File: src/board_io_pkg.sv
`default_nettype none

package board_io_pkg;

    // ***********************************************************
    // Sequencer states and TM1638 command opcodes.
    // ***********************************************************

    typedef enum logic [2:0]
    {
        st_idle,
        st_mode_cmd,
        st_addr_cmd,
        st_data,
        st_disp_cmd,
        st_read_cmd,
        st_read_data,
        st_gap
    } seq_state_e;

    typedef enum logic [7:0]
    {
        cmd_write_auto = 8'h40,
        cmd_read_keys  = 8'h42,
        cmd_addr0      = 8'hC0,
        cmd_disp_on    = 8'h8F
    } tm_cmd_e;

    // ***********************************************************
    // Byte shifter request and response, microphone sample.
    // ***********************************************************

    typedef struct packed
    {
        logic       start;
        logic       read;
        logic [7:0] tx_byte;
    } serdes_req_t;

    typedef struct packed
    {
        logic       done;
        logic       busy;
        logic [7:0] rx_byte;
    } serdes_rsp_t;

    typedef struct packed
    {
        logic               valid;
        logic signed [23:0] value;
    } mic_sample_t;

    localparam int          n_digits    = 8;
    localparam int          n_key_bytes = 4;
    localparam logic [11:0] mic_offset  = 12'h800;

endpackage

`default_nettype wire

File: src/board_io_seq.sv
`timescale 1ns/1ps
`default_nettype none

module board_io_seq
#(
    parameter sio_half   = 50,
    parameter mic_period = 2000
)
(
    input  wire                             clk,
    input  wire                             rst_n,
    input  wire board_io_pkg::serdes_rsp_t  rsp,
    input  wire  [7:0]                      buf_byte,
    input  wire                             rx_busy,
    output board_io_pkg::serdes_req_t       req,
    output logic                            sio_stb,
    output wire  [3:0]                      byte_idx,
    output logic                            key_wr,
    output logic [1:0]                      key_idx,
    output logic                            mic_start
);

    localparam gw = $clog2(sio_half + 16) + 1;
    localparam mw = $clog2(mic_period) + 1;

    board_io_pkg::seq_state_e state_q;
    board_io_pkg::seq_state_e next_q;

    logic [gw - 1:0] gap_q;
    logic [3:0]      cnt_q;
    logic            issued_q;
    logic            start_q;
    logic            read_q;
    logic [7:0]      tx_q;
    logic [mw - 1:0] mic_cnt_q;

    logic [7:0]      cur_tx;
    logic            cur_read;
    logic            xfer;
    wire             issue = xfer && !issued_q && !rsp.busy;

    // Byte for the current transfer state.
    always_comb
    begin
        cur_tx   = 8'h00;
        cur_read = 1'b0;
        xfer     = 1'b1;
        case (state_q)
            board_io_pkg::st_mode_cmd:  cur_tx   = board_io_pkg::cmd_write_auto;
            board_io_pkg::st_addr_cmd:  cur_tx   = board_io_pkg::cmd_addr0;
            board_io_pkg::st_data:      cur_tx   = buf_byte;
            board_io_pkg::st_disp_cmd:  cur_tx   = board_io_pkg::cmd_disp_on;
            board_io_pkg::st_read_cmd:  cur_tx   = board_io_pkg::cmd_read_keys;
            board_io_pkg::st_read_data: cur_read = 1'b1;
            default:                    xfer     = 1'b0;
        endcase
    end

    // ***********************************************************
    // Frame FSM.
    // ***********************************************************

    always_ff @(posedge clk or negedge rst_n)
    begin
        if (!rst_n)
        begin
            state_q  <= board_io_pkg::st_idle;
            next_q   <= board_io_pkg::st_mode_cmd;
            gap_q    <= '0;
            cnt_q    <= '0;
            issued_q <= 1'b0;
            start_q  <= 1'b0;
            read_q   <= 1'b0;
            sio_stb  <= 1'b1;
            key_wr   <= 1'b0;
            key_idx  <= '0;
        end
        else
        begin
            start_q <= 1'b0;
            key_wr  <= 1'b0;

            if (issue)
            begin
                start_q  <= 1'b1;
                issued_q <= 1'b1;
                read_q   <= cur_read;
            end

            case (state_q)
                board_io_pkg::st_idle,
                board_io_pkg::st_gap:
                begin
                    // Startup wait is 16 cycles, group gaps are sio_half.
                    if (gap_q == (state_q == board_io_pkg::st_idle ? gw'(15)
                                                                   : gw'(sio_half - 1)))
                    begin
                        gap_q    <= '0;
                        sio_stb  <= 1'b0;
                        issued_q <= 1'b0;
                        state_q  <= next_q;
                    end
                    else
                        gap_q <= gap_q + 1'b1;
                end

                board_io_pkg::st_addr_cmd,
                board_io_pkg::st_read_cmd:
                begin
                    // Strobe stays low, data bytes follow.
                    if (rsp.done)
                    begin
                        cnt_q    <= '0;
                        issued_q <= 1'b0;
                        state_q  <= (state_q == board_io_pkg::st_addr_cmd)
                                  ? board_io_pkg::st_data : board_io_pkg::st_read_data;
                    end
                end

                board_io_pkg::st_data,
                board_io_pkg::st_read_data:
                begin
                    if (rsp.done)
                    begin
                        if (state_q == board_io_pkg::st_read_data)
                        begin
                            key_wr  <= 1'b1;
                            key_idx <= cnt_q[1:0];
                        end

                        if (state_q == board_io_pkg::st_data ? cnt_q == 4'd15
                            : cnt_q == 4'(board_io_pkg::n_key_bytes - 1))
                        begin
                            sio_stb <= 1'b1;
                            state_q <= board_io_pkg::st_gap;
                            next_q  <= (state_q == board_io_pkg::st_data)
                                     ? board_io_pkg::st_disp_cmd : board_io_pkg::st_mode_cmd;
                        end
                        else
                        begin
                            cnt_q    <= cnt_q + 1'b1;
                            issued_q <= 1'b0;
                        end
                    end
                end

                default:
                begin
                    // Single-byte groups end with a gap.
                    if (rsp.done)
                    begin
                        sio_stb <= 1'b1;
                        state_q <= board_io_pkg::st_gap;
                        next_q  <= (state_q == board_io_pkg::st_mode_cmd)
                                 ? board_io_pkg::st_addr_cmd : board_io_pkg::st_read_cmd;
                    end
                end
            endcase
        end
    end

    always_ff @(posedge clk)
    begin
        if (issue)
            tx_q <= cur_tx;
    end

    // Microphone request pacing.
    always_ff @(posedge clk or negedge rst_n)
    begin
        if (!rst_n)
        begin
            mic_cnt_q <= '0;
            mic_start <= 1'b0;
        end
        else if (mic_cnt_q == mw'(mic_period - 1))
        begin
            mic_cnt_q <= '0;
            mic_start <= !rx_busy;
        end
        else
        begin
            mic_cnt_q <= mic_cnt_q + 1'b1;
            mic_start <= 1'b0;
        end
    end

    assign req      = '{start: start_q, read: read_q, tx_byte: tx_q};
    assign byte_idx = cnt_q;

    a_start_ok: assert property (@(posedge clk) disable iff (!rst_n)
        req.start |-> !rsp.busy && !sio_stb);

endmodule

`default_nettype wire

File: src/tm1638_serdes.sv
`timescale 1ns/1ps
`default_nettype none

module tm1638_serdes
#(
    parameter sio_half = 50
)
(
    input  wire                             clk,
    input  wire                             rst_n,
    input  wire board_io_pkg::serdes_req_t  req,
    input  wire                             sio_din,
    output board_io_pkg::serdes_rsp_t       rsp,
    output logic                            sio_clk,
    output wire                             sio_dout,
    output logic                            sio_oe
);

    localparam cw = $clog2(sio_half) + 1;

    logic [cw - 1:0] cnt_q;
    logic [3:0]      ph_q;      // Half-bit phase, even is clock low.
    logic [7:0]      shift_q;
    logic            busy_q;
    logic            done_q;
    logic            read_q;

    wire half_end = (cnt_q == cw'(sio_half - 1));

    always_ff @(posedge clk or negedge rst_n)
    begin
        if (!rst_n)
        begin
            cnt_q   <= '0;
            ph_q    <= '0;
            busy_q  <= 1'b0;
            done_q  <= 1'b0;
            read_q  <= 1'b0;
            sio_clk <= 1'b1;
            sio_oe  <= 1'b0;
        end
        else
        begin
            done_q <= 1'b0;
            if (!busy_q)
            begin
                if (req.start)
                begin
                    busy_q  <= 1'b1;
                    read_q  <= req.read;
                    sio_oe  <= !req.read;
                    sio_clk <= 1'b0;
                    cnt_q   <= '0;
                    ph_q    <= '0;
                end
            end
            else if (half_end)
            begin
                cnt_q <= '0;
                ph_q  <= ph_q + 1'b1;
                if (!ph_q[0])
                    sio_clk <= 1'b1;
                else if (ph_q == 4'd15)
                begin
                    // Clock already high, release the line.
                    busy_q <= 1'b0;
                    done_q <= 1'b1;
                    sio_oe <= 1'b0;
                end
                else
                    sio_clk <= 1'b0;
            end
            else
                cnt_q <= cnt_q + 1'b1;
        end
    end

    // Write shifts on falling edges, read collects on rising edges.
    always_ff @(posedge clk)
    begin
        if (!busy_q && req.start)
            shift_q <= req.tx_byte;
        else if (busy_q && half_end)
        begin
            if (!ph_q[0] && read_q)
                shift_q <= {sio_din, shift_q[7:1]};
            else if (ph_q[0] && !read_q && ph_q != 4'd15)
                shift_q <= {1'b0, shift_q[7:1]};
        end
    end

    assign sio_dout = shift_q[0];
    assign rsp      = '{done: done_q, busy: busy_q, rx_byte: shift_q};

    a_oe_stable: assert property (@(posedge clk) disable iff (!rst_n)
        busy_q && $past(busy_q) |-> $stable(sio_oe));

endmodule

`default_nettype wire

File: src/tm1638_frame_buf.sv
`timescale 1ns/1ps
`default_nettype none

module tm1638_frame_buf
(
    input  wire        clk,
    input  wire        rst_n,
    input  wire  [7:0] abcdefgh,
    input  wire  [7:0] digit,
    input  wire  [7:0] led,
    input  wire  [3:0] byte_idx,
    input  wire        key_wr,
    input  wire  [1:0] key_idx,
    input  wire  [7:0] rx_byte,
    output logic [7:0] buf_byte,
    output logic [7:0] keys
);

    logic [7:0] seg_q [board_io_pkg::n_digits];
    logic [7:0] hgfedcba;
    logic [7:0] shadow_q;
    logic [7:0] shadow_d;

    wire last_key = (key_idx == 2'(board_io_pkg::n_key_bytes - 1));

    // ***********************************************************
    // Display image.
    // ***********************************************************

    always_comb
    begin
        for (int i = 0; i < 8; i++)
            hgfedcba[i] = abcdefgh[7 - i];
    end

    // Each digit keeps its last value while it is selected.
    always_ff @(posedge clk)
    begin
        for (int i = 0; i < board_io_pkg::n_digits; i++)
        begin
            if (digit[i])
                seg_q[i] <= hgfedcba;
        end
    end

    // Even address holds segments, odd address holds the LED.
    always_comb
    begin
        if (byte_idx[0])
            buf_byte = {7'b0, led[byte_idx[3:1]]};
        else
            buf_byte = seg_q[byte_idx[3:1]];
    end

    // ***********************************************************
    // Key bytes.
    // ***********************************************************

    always_comb
    begin
        shadow_d                  = shadow_q;
        shadow_d[{1'b0, key_idx}] = rx_byte[0];
        shadow_d[{1'b1, key_idx}] = rx_byte[4];
    end

    always_ff @(posedge clk or negedge rst_n)
    begin
        if (!rst_n)
        begin
            shadow_q <= '0;
            keys     <= '0;
        end
        else if (key_wr)
        begin
            shadow_q <= shadow_d;
            if (last_key)
                keys <= shadow_d;   // All eight keys change at once.
        end
    end

endmodule

`default_nettype wire

File: src/mic3_spi_rx.sv
`timescale 1ns/1ps
`default_nettype none

module mic3_spi_rx
#(
    parameter sck_half = 4
)
(
    input  wire                        clk,
    input  wire                        rst_n,
    input  wire                        start,
    input  wire                        mic_sdo,
    output logic                       busy,
    output logic                       mic_cs,
    output logic                       mic_sck,
    output board_io_pkg::mic_sample_t  mic
);

    localparam cw = $clog2(sck_half) + 1;

    logic [cw - 1:0]    cnt_q;
    logic [4:0]         ph_q;
    logic [11:0]        shift_q;   // Leading zero bits fall off the top.
    logic               fin_q;
    logic               valid_q;
    logic signed [23:0] value_q;
    logic [11:0]        diff;

    wire half_end = (cnt_q == cw'(sck_half - 1));

    assign diff = shift_q - board_io_pkg::mic_offset;

    always_ff @(posedge clk or negedge rst_n)
    begin
        if (!rst_n)
        begin
            busy    <= 1'b0;
            mic_cs  <= 1'b1;
            mic_sck <= 1'b1;
            cnt_q   <= '0;
            ph_q    <= '0;
            fin_q   <= 1'b0;
            valid_q <= 1'b0;
        end
        else
        begin
            valid_q <= 1'b0;
            fin_q   <= 1'b0;
            if (fin_q)
            begin
                busy    <= 1'b0;
                valid_q <= 1'b1;
            end
            else if (!busy)
            begin
                if (start)
                begin
                    busy   <= 1'b1;
                    mic_cs <= 1'b0;
                    cnt_q  <= '0;
                    ph_q   <= '0;
                end
            end
            else if (half_end)
            begin
                cnt_q <= '0;
                ph_q  <= ph_q + 1'b1;
                if (!ph_q[0])
                    mic_sck <= 1'b0;
                else
                begin
                    mic_sck <= 1'b1;
                    if (ph_q == 5'd31)
                    begin
                        mic_cs <= 1'b1;
                        fin_q  <= 1'b1;
                    end
                end
            end
            else
                cnt_q <= cnt_q + 1'b1;
        end
    end

    // Sample on rising sck, MSB first.
    always_ff @(posedge clk)
    begin
        if (busy && !mic_cs && half_end && ph_q[0])
            shift_q <= {shift_q[10:0], mic_sdo};
        if (fin_q)
            value_q <= {{12{diff[11]}}, diff};
    end

    assign mic = '{valid: valid_q, value: value_q};

    a_sck_in_cs: assert property (@(posedge clk) disable iff (!rst_n)
        $changed(mic_sck) |-> !$past(mic_cs));

endmodule

`default_nettype wire

File: src/board_io_top.sv
`timescale 1ns/1ps
`default_nettype none

module board_io_top
#(
    parameter clk_mhz    = 50,
    parameter sio_half   = (clk_mhz + 1) / 2,
    parameter sck_half   = (clk_mhz + 7) / 8,
    parameter mic_period = clk_mhz * 20
)
(
    input  wire                             clk,
    input  wire                             rst_n,
    input  wire  [7:0]                      abcdefgh,
    input  wire  [7:0]                      digit,
    input  wire  [7:0]                      led,
    output wire  [7:0]                      keys,
    output wire                             sio_clk,
    output wire                             sio_stb,
    output wire                             sio_dout,
    output wire                             sio_oe,
    input  wire                             sio_din,
    output wire                             mic_cs,
    output wire                             mic_sck,
    input  wire                             mic_sdo,
    output wire board_io_pkg::mic_sample_t  mic
);

    board_io_pkg::serdes_req_t req;
    board_io_pkg::serdes_rsp_t rsp;

    wire [7:0] buf_byte;
    wire [3:0] byte_idx;
    wire       key_wr;
    wire [1:0] key_idx;
    wire       mic_start;
    wire       rx_busy;

    board_io_seq
    #(
        .sio_half   ( sio_half   ),
        .mic_period ( mic_period )
    )
    u_seq
    (
        .clk        ( clk        ),
        .rst_n      ( rst_n      ),
        .rsp        ( rsp        ),
        .buf_byte   ( buf_byte   ),
        .rx_busy    ( rx_busy    ),
        .req        ( req        ),
        .sio_stb    ( sio_stb    ),
        .byte_idx   ( byte_idx   ),
        .key_wr     ( key_wr     ),
        .key_idx    ( key_idx    ),
        .mic_start  ( mic_start  )
    );

    tm1638_serdes
    #(
        .sio_half   ( sio_half   )
    )
    u_serdes
    (
        .clk        ( clk        ),
        .rst_n      ( rst_n      ),
        .req        ( req        ),
        .sio_din    ( sio_din    ),
        .rsp        ( rsp        ),
        .sio_clk    ( sio_clk    ),
        .sio_dout   ( sio_dout   ),
        .sio_oe     ( sio_oe     )
    );

    tm1638_frame_buf u_frame_buf
    (
        .clk        ( clk        ),
        .rst_n      ( rst_n      ),
        .abcdefgh   ( abcdefgh   ),
        .digit      ( digit      ),
        .led        ( led        ),
        .byte_idx   ( byte_idx   ),
        .key_wr     ( key_wr     ),
        .key_idx    ( key_idx    ),
        .rx_byte    ( rsp.rx_byte ),
        .buf_byte   ( buf_byte   ),
        .keys       ( keys       )
    );

    mic3_spi_rx
    #(
        .sck_half   ( sck_half   )
    )
    u_mic
    (
        .clk        ( clk        ),
        .rst_n      ( rst_n      ),
        .start      ( mic_start  ),
        .mic_sdo    ( mic_sdo    ),
        .busy       ( rx_busy    ),
        .mic_cs     ( mic_cs     ),
        .mic_sck    ( mic_sck    ),
        .mic        ( mic        )
    );

endmodule

`default_nettype wire

File: config.mk
export PLATFORM = sky130hd
export DESIGN_NAME = board_io_top
export DESIGN_NICKNAME = d
export VERILOG_FILES = /design/src/board_io_pkg.sv /design/src/board_io_seq.sv /design/src/tm1638_serdes.sv /design/src/tm1638_frame_buf.sv /design/src/mic3_spi_rx.sv /design/src/board_io_top.sv
export SDC_FILE = /design/constraint.sdc
export NUM_CORES = 1
export LEC_CHECK = 0
export BUFFER_PORTS_ARGS = -buffer_cell sky130_fd_sc_hd__buf_2
export CORE_AREA = 10 10 131 133
export CTS_BUF_LIST = sky130_fd_sc_hd__clkbuf_4 sky130_fd_sc_hd__clkbuf_8
export DETAILED_ROUTE_END_ITERATION = 7
export DIE_AREA = 0 0 141 143
export PLACE_DENSITY = 0.85
export SYNTH_ARGS = -nofsm -noshare
export SYNTH_HDL_FRONTEND = slang
export SYNTH_SLANG_ARGS = --single-unit
File: constraint.sdc
create_clock -name clk -period 2.5 [get_ports clk]
set_clock_uncertainty 0.1 [all_clocks]
set_input_delay 0.25 -clock clk [delete_from_list [all_inputs] [get_ports clk]]
set_output_delay 0.25 -clock clk [all_outputs]
set_load 0.03 [all_outputs]
==> impl_metrics.ini <==
[status]
outcome = complete, no violations

[logic_synthesis]
ys_async_sr_fraction_pct = 43.2
synthSimpleGateAreaFrac_pct = 10.8
synth_top_family_by_area = simple AND/OR/NAND/NOR gates
yosys.area_share.adder_pct = 1.74
ys_seq_area_share_pct = 64.6
synth_nets = 597
synth-compound-area-share_pct = 6.76
ys_warn_count = 0
synth_mux_area_share_pct = 10.5
syn_inst = 558
synthXorXnorAreaFrac_pct = 2.44
synth.cell_area_um2 = 7910
synth-main-ff-cell = edfxtp_1
synth_seq_cells = 183
synth_edf_count = 104
syn_avg_cell_area_um2 = 14.2
post_synth_num_cell_types = 64

[place]
hpwl_um = 10000
dpl_cell_area_um2 = 8350
portBuffers = 66
gp_congestion = 0.812

[clock_network]
h-tree-depth = 4
cts_tree = built
ctsRootBufferMaster = clkbuf_8
cts_sinks = 183
clk_pin_slew_ps = 100
numCtsBuffers = 17
post-cts-setup-buffers = 0
clk_path_buf_depth = 2
clk_latency_ps = 450

[die]
start_util_pct = 54.8
fp.dieH_um = 143
io_pins = 67
die_x_um = 141
core_um2 = 14400
core.rowCount = 44
die_area_um2 = 20200

[sta]
finalCritPeriodShare_pct = 87.2
finalHoldViolCount = 0
slew_viol_final = 0
setup_tns_ps = 0
tightestPinTransition_ps = 968
min_period_ps = 2180
relSlewSlack_pct = 35.3
setup_viol = 0
clock.fmax_ghz = 0.459
rsz0062_at_grt = no

[drt]
drc = 0
vias_per_cell = 5.77
route.detailed.wl_per_inst_um = 17.8
vias = 4781
drt-total-wl_um = 14700
drt_first_pass_iters = 7
drt_iter0_drc = 418
antenna_left = 0

[global_route]
antenna_found_initial = 0
grt_util_all_layers_pct = 14.9
grt_pass1_vias = 4910
grt_pass1_wl_um = 24400
grt_max_degree = 50
grt_overflow = 0

[flow_run]
drv_cap = 0

[worst_setup_path]
reg2reg_setup_slack_ps = 320
cp-start-kind = register
crit_required_ps = 2560
end_kind = register
critPathKind = register to register
worstPathArrival_ps = 2240
cp_max_fo = 26

[layout]
fillers = 1064
syn_to_final_growth_pct = 11.4
drive_gt1_share_pct = 26.4
stdcell_area_um2 = 8800
nNetsFinal = 670
diodes = 0
finish.utilization_pct = 61.0

[min_path]
hold_class = input pin to register

[pwr]
ir_drop_v = 0.000707
power_density_nw_per_um2 = 590
p_total_mw = 5.19
p_leak_nw = 3.47
==> layout by cell type (no fill, tap or decap), types with 13 or more instances in the layout <==
| cell | count |
|---|---|
| buf_2 | 65 |
| clkbuf_8 | 17 |
| dfrtp_1 | 74 |
| edfxtp_1 | 104 |
| mux2_2 | 25 |
| mux2i_1 | 13 |
| mux4_2 | 18 |
| nand2_1 | 43 |
| nand3_1 | 17 |
| nor2_1 | 33 |
| o21ai_0 | 29 |
| xor2_1 | 14 |
==> power by group <==
part           leakage, nW  total, mW  internal, mW  switching (mW)
sequential            2.02       3.30          3.28          0.0217
clock                0.178       1.76         0.706            1.05
combinational         1.27      0.141        0.0613          0.0797
total                 3.47       5.19          4.04            1.15
==> through the flow <==
step / hold WS [ps] / instances / setup slack, ps
floorplan: -146 / 558 / 388
CTS: 27.0 / 828 / 353
detailed placement: 124 / 785 / 373
global placement: 114 / 785 / 471
finish: 54.2 / 828 / 321
global route: 19.6 / 828 / 118
==> state kept, by name (all words and copies together), names as in the netlist, 2 cells and up <==
register and cells:
u_seq.next_q 3, u_mic.shift_q 12, u_seq.mic_cnt_q 11, u_seq.byte_idx 4
u_serdes.shift_q 8, u_serdes.cnt_q 6, u_mic.ph_q 5, u_mic.cnt_q 4
u_frame_buf.shadow_q 6, u_frame_buf.keys 8, u_seq.gap_q 7, u_seq.state_q 3
u_seq.tx_q 8, u_serdes.ph_q 4, u_frame_buf.seg_q 64, u_mic.value_q 12
u_seq.key_idx 2
==> Yosys cell counts, drive strengths merged (13+ instances only) <==
master,number,area (µm²)
edfxtp,104,3120
dfrtp,74,1850
nand2,44,168
nor2,35,136
o21ai,31,159
mux2,26,293
buf,25,178
mux4,18,405
nand3,18,95.1
xor2,14,123
mux2i,13,130
==> what timing repair did <==
action                                 CTS  global route
hold buffers                            11             0
endpoints found under the hold margin   96             0
gates resized for setup                  0             0
==> layout make-up <==
type                       instances  area, µm²  area share (%)
multi-input combinational        330       2550            28.9
clock inverter                    14        100            1.14
sequential                       183       5110            58.0
timing repair buffer              88        538            6.11
inverter                          11       41.3           0.469
clock buffer                      18        241            2.74
tap                              184        230            2.62
==> routing by layer <==
layer | track usage [%] | part of all wire (%)
met1 | 18.0 | 43
met2 | 24.9 | 49
met3 | 4.78 | 6.2
met4 | 4.95 | 0.95
met5 | 0 | 0
==> path summary, 6_finish.rpt <==
path	from	end	depth (start not counted)
max reg2reg	u_seq.state_q[0]$_DFFE_PN0P_	u_seq.tx_q[0]$_DFFE_PP_	4
max	u_seq.state_q[0]$_DFFE_PN0P_	u_seq.tx_q[0]$_DFFE_PP_	4
min reg2reg	u_mic.shift_q[7]$_DFFE_PP_	u_mic.value_q[7]$_DFFE_PP_	0
min	digit[6]	u_frame_buf.seg_q[6][5]$_DFFE_PP_	1
min in group asynchronous	rst_n	u_seq.state_q[1]$_DFFE_PN0P_	2
max in group asynchronous	rst_n	u_mic.mic_sck$_DFFE_PN1P_	3
==> worst max-delay path: stages (launching register included) <==
cell     delay (ps)
dfrtp_1         850
or3_1           300
nand2_1         180
nor3_1          220
buf_4           230
==> cells by family (layout without fill, tap and decap cells) <==
kind of cell	Yosys count	after routing
and+or+nand+nor	160	160
buffers and inverters	45	131
xor gates and xnor gates	22	22
muxes	57	57
AOI/OAI and AO/OA	80	80
adders and majority gates	11	11
DFF	183	183
Power figures use the tool's default switching activity.
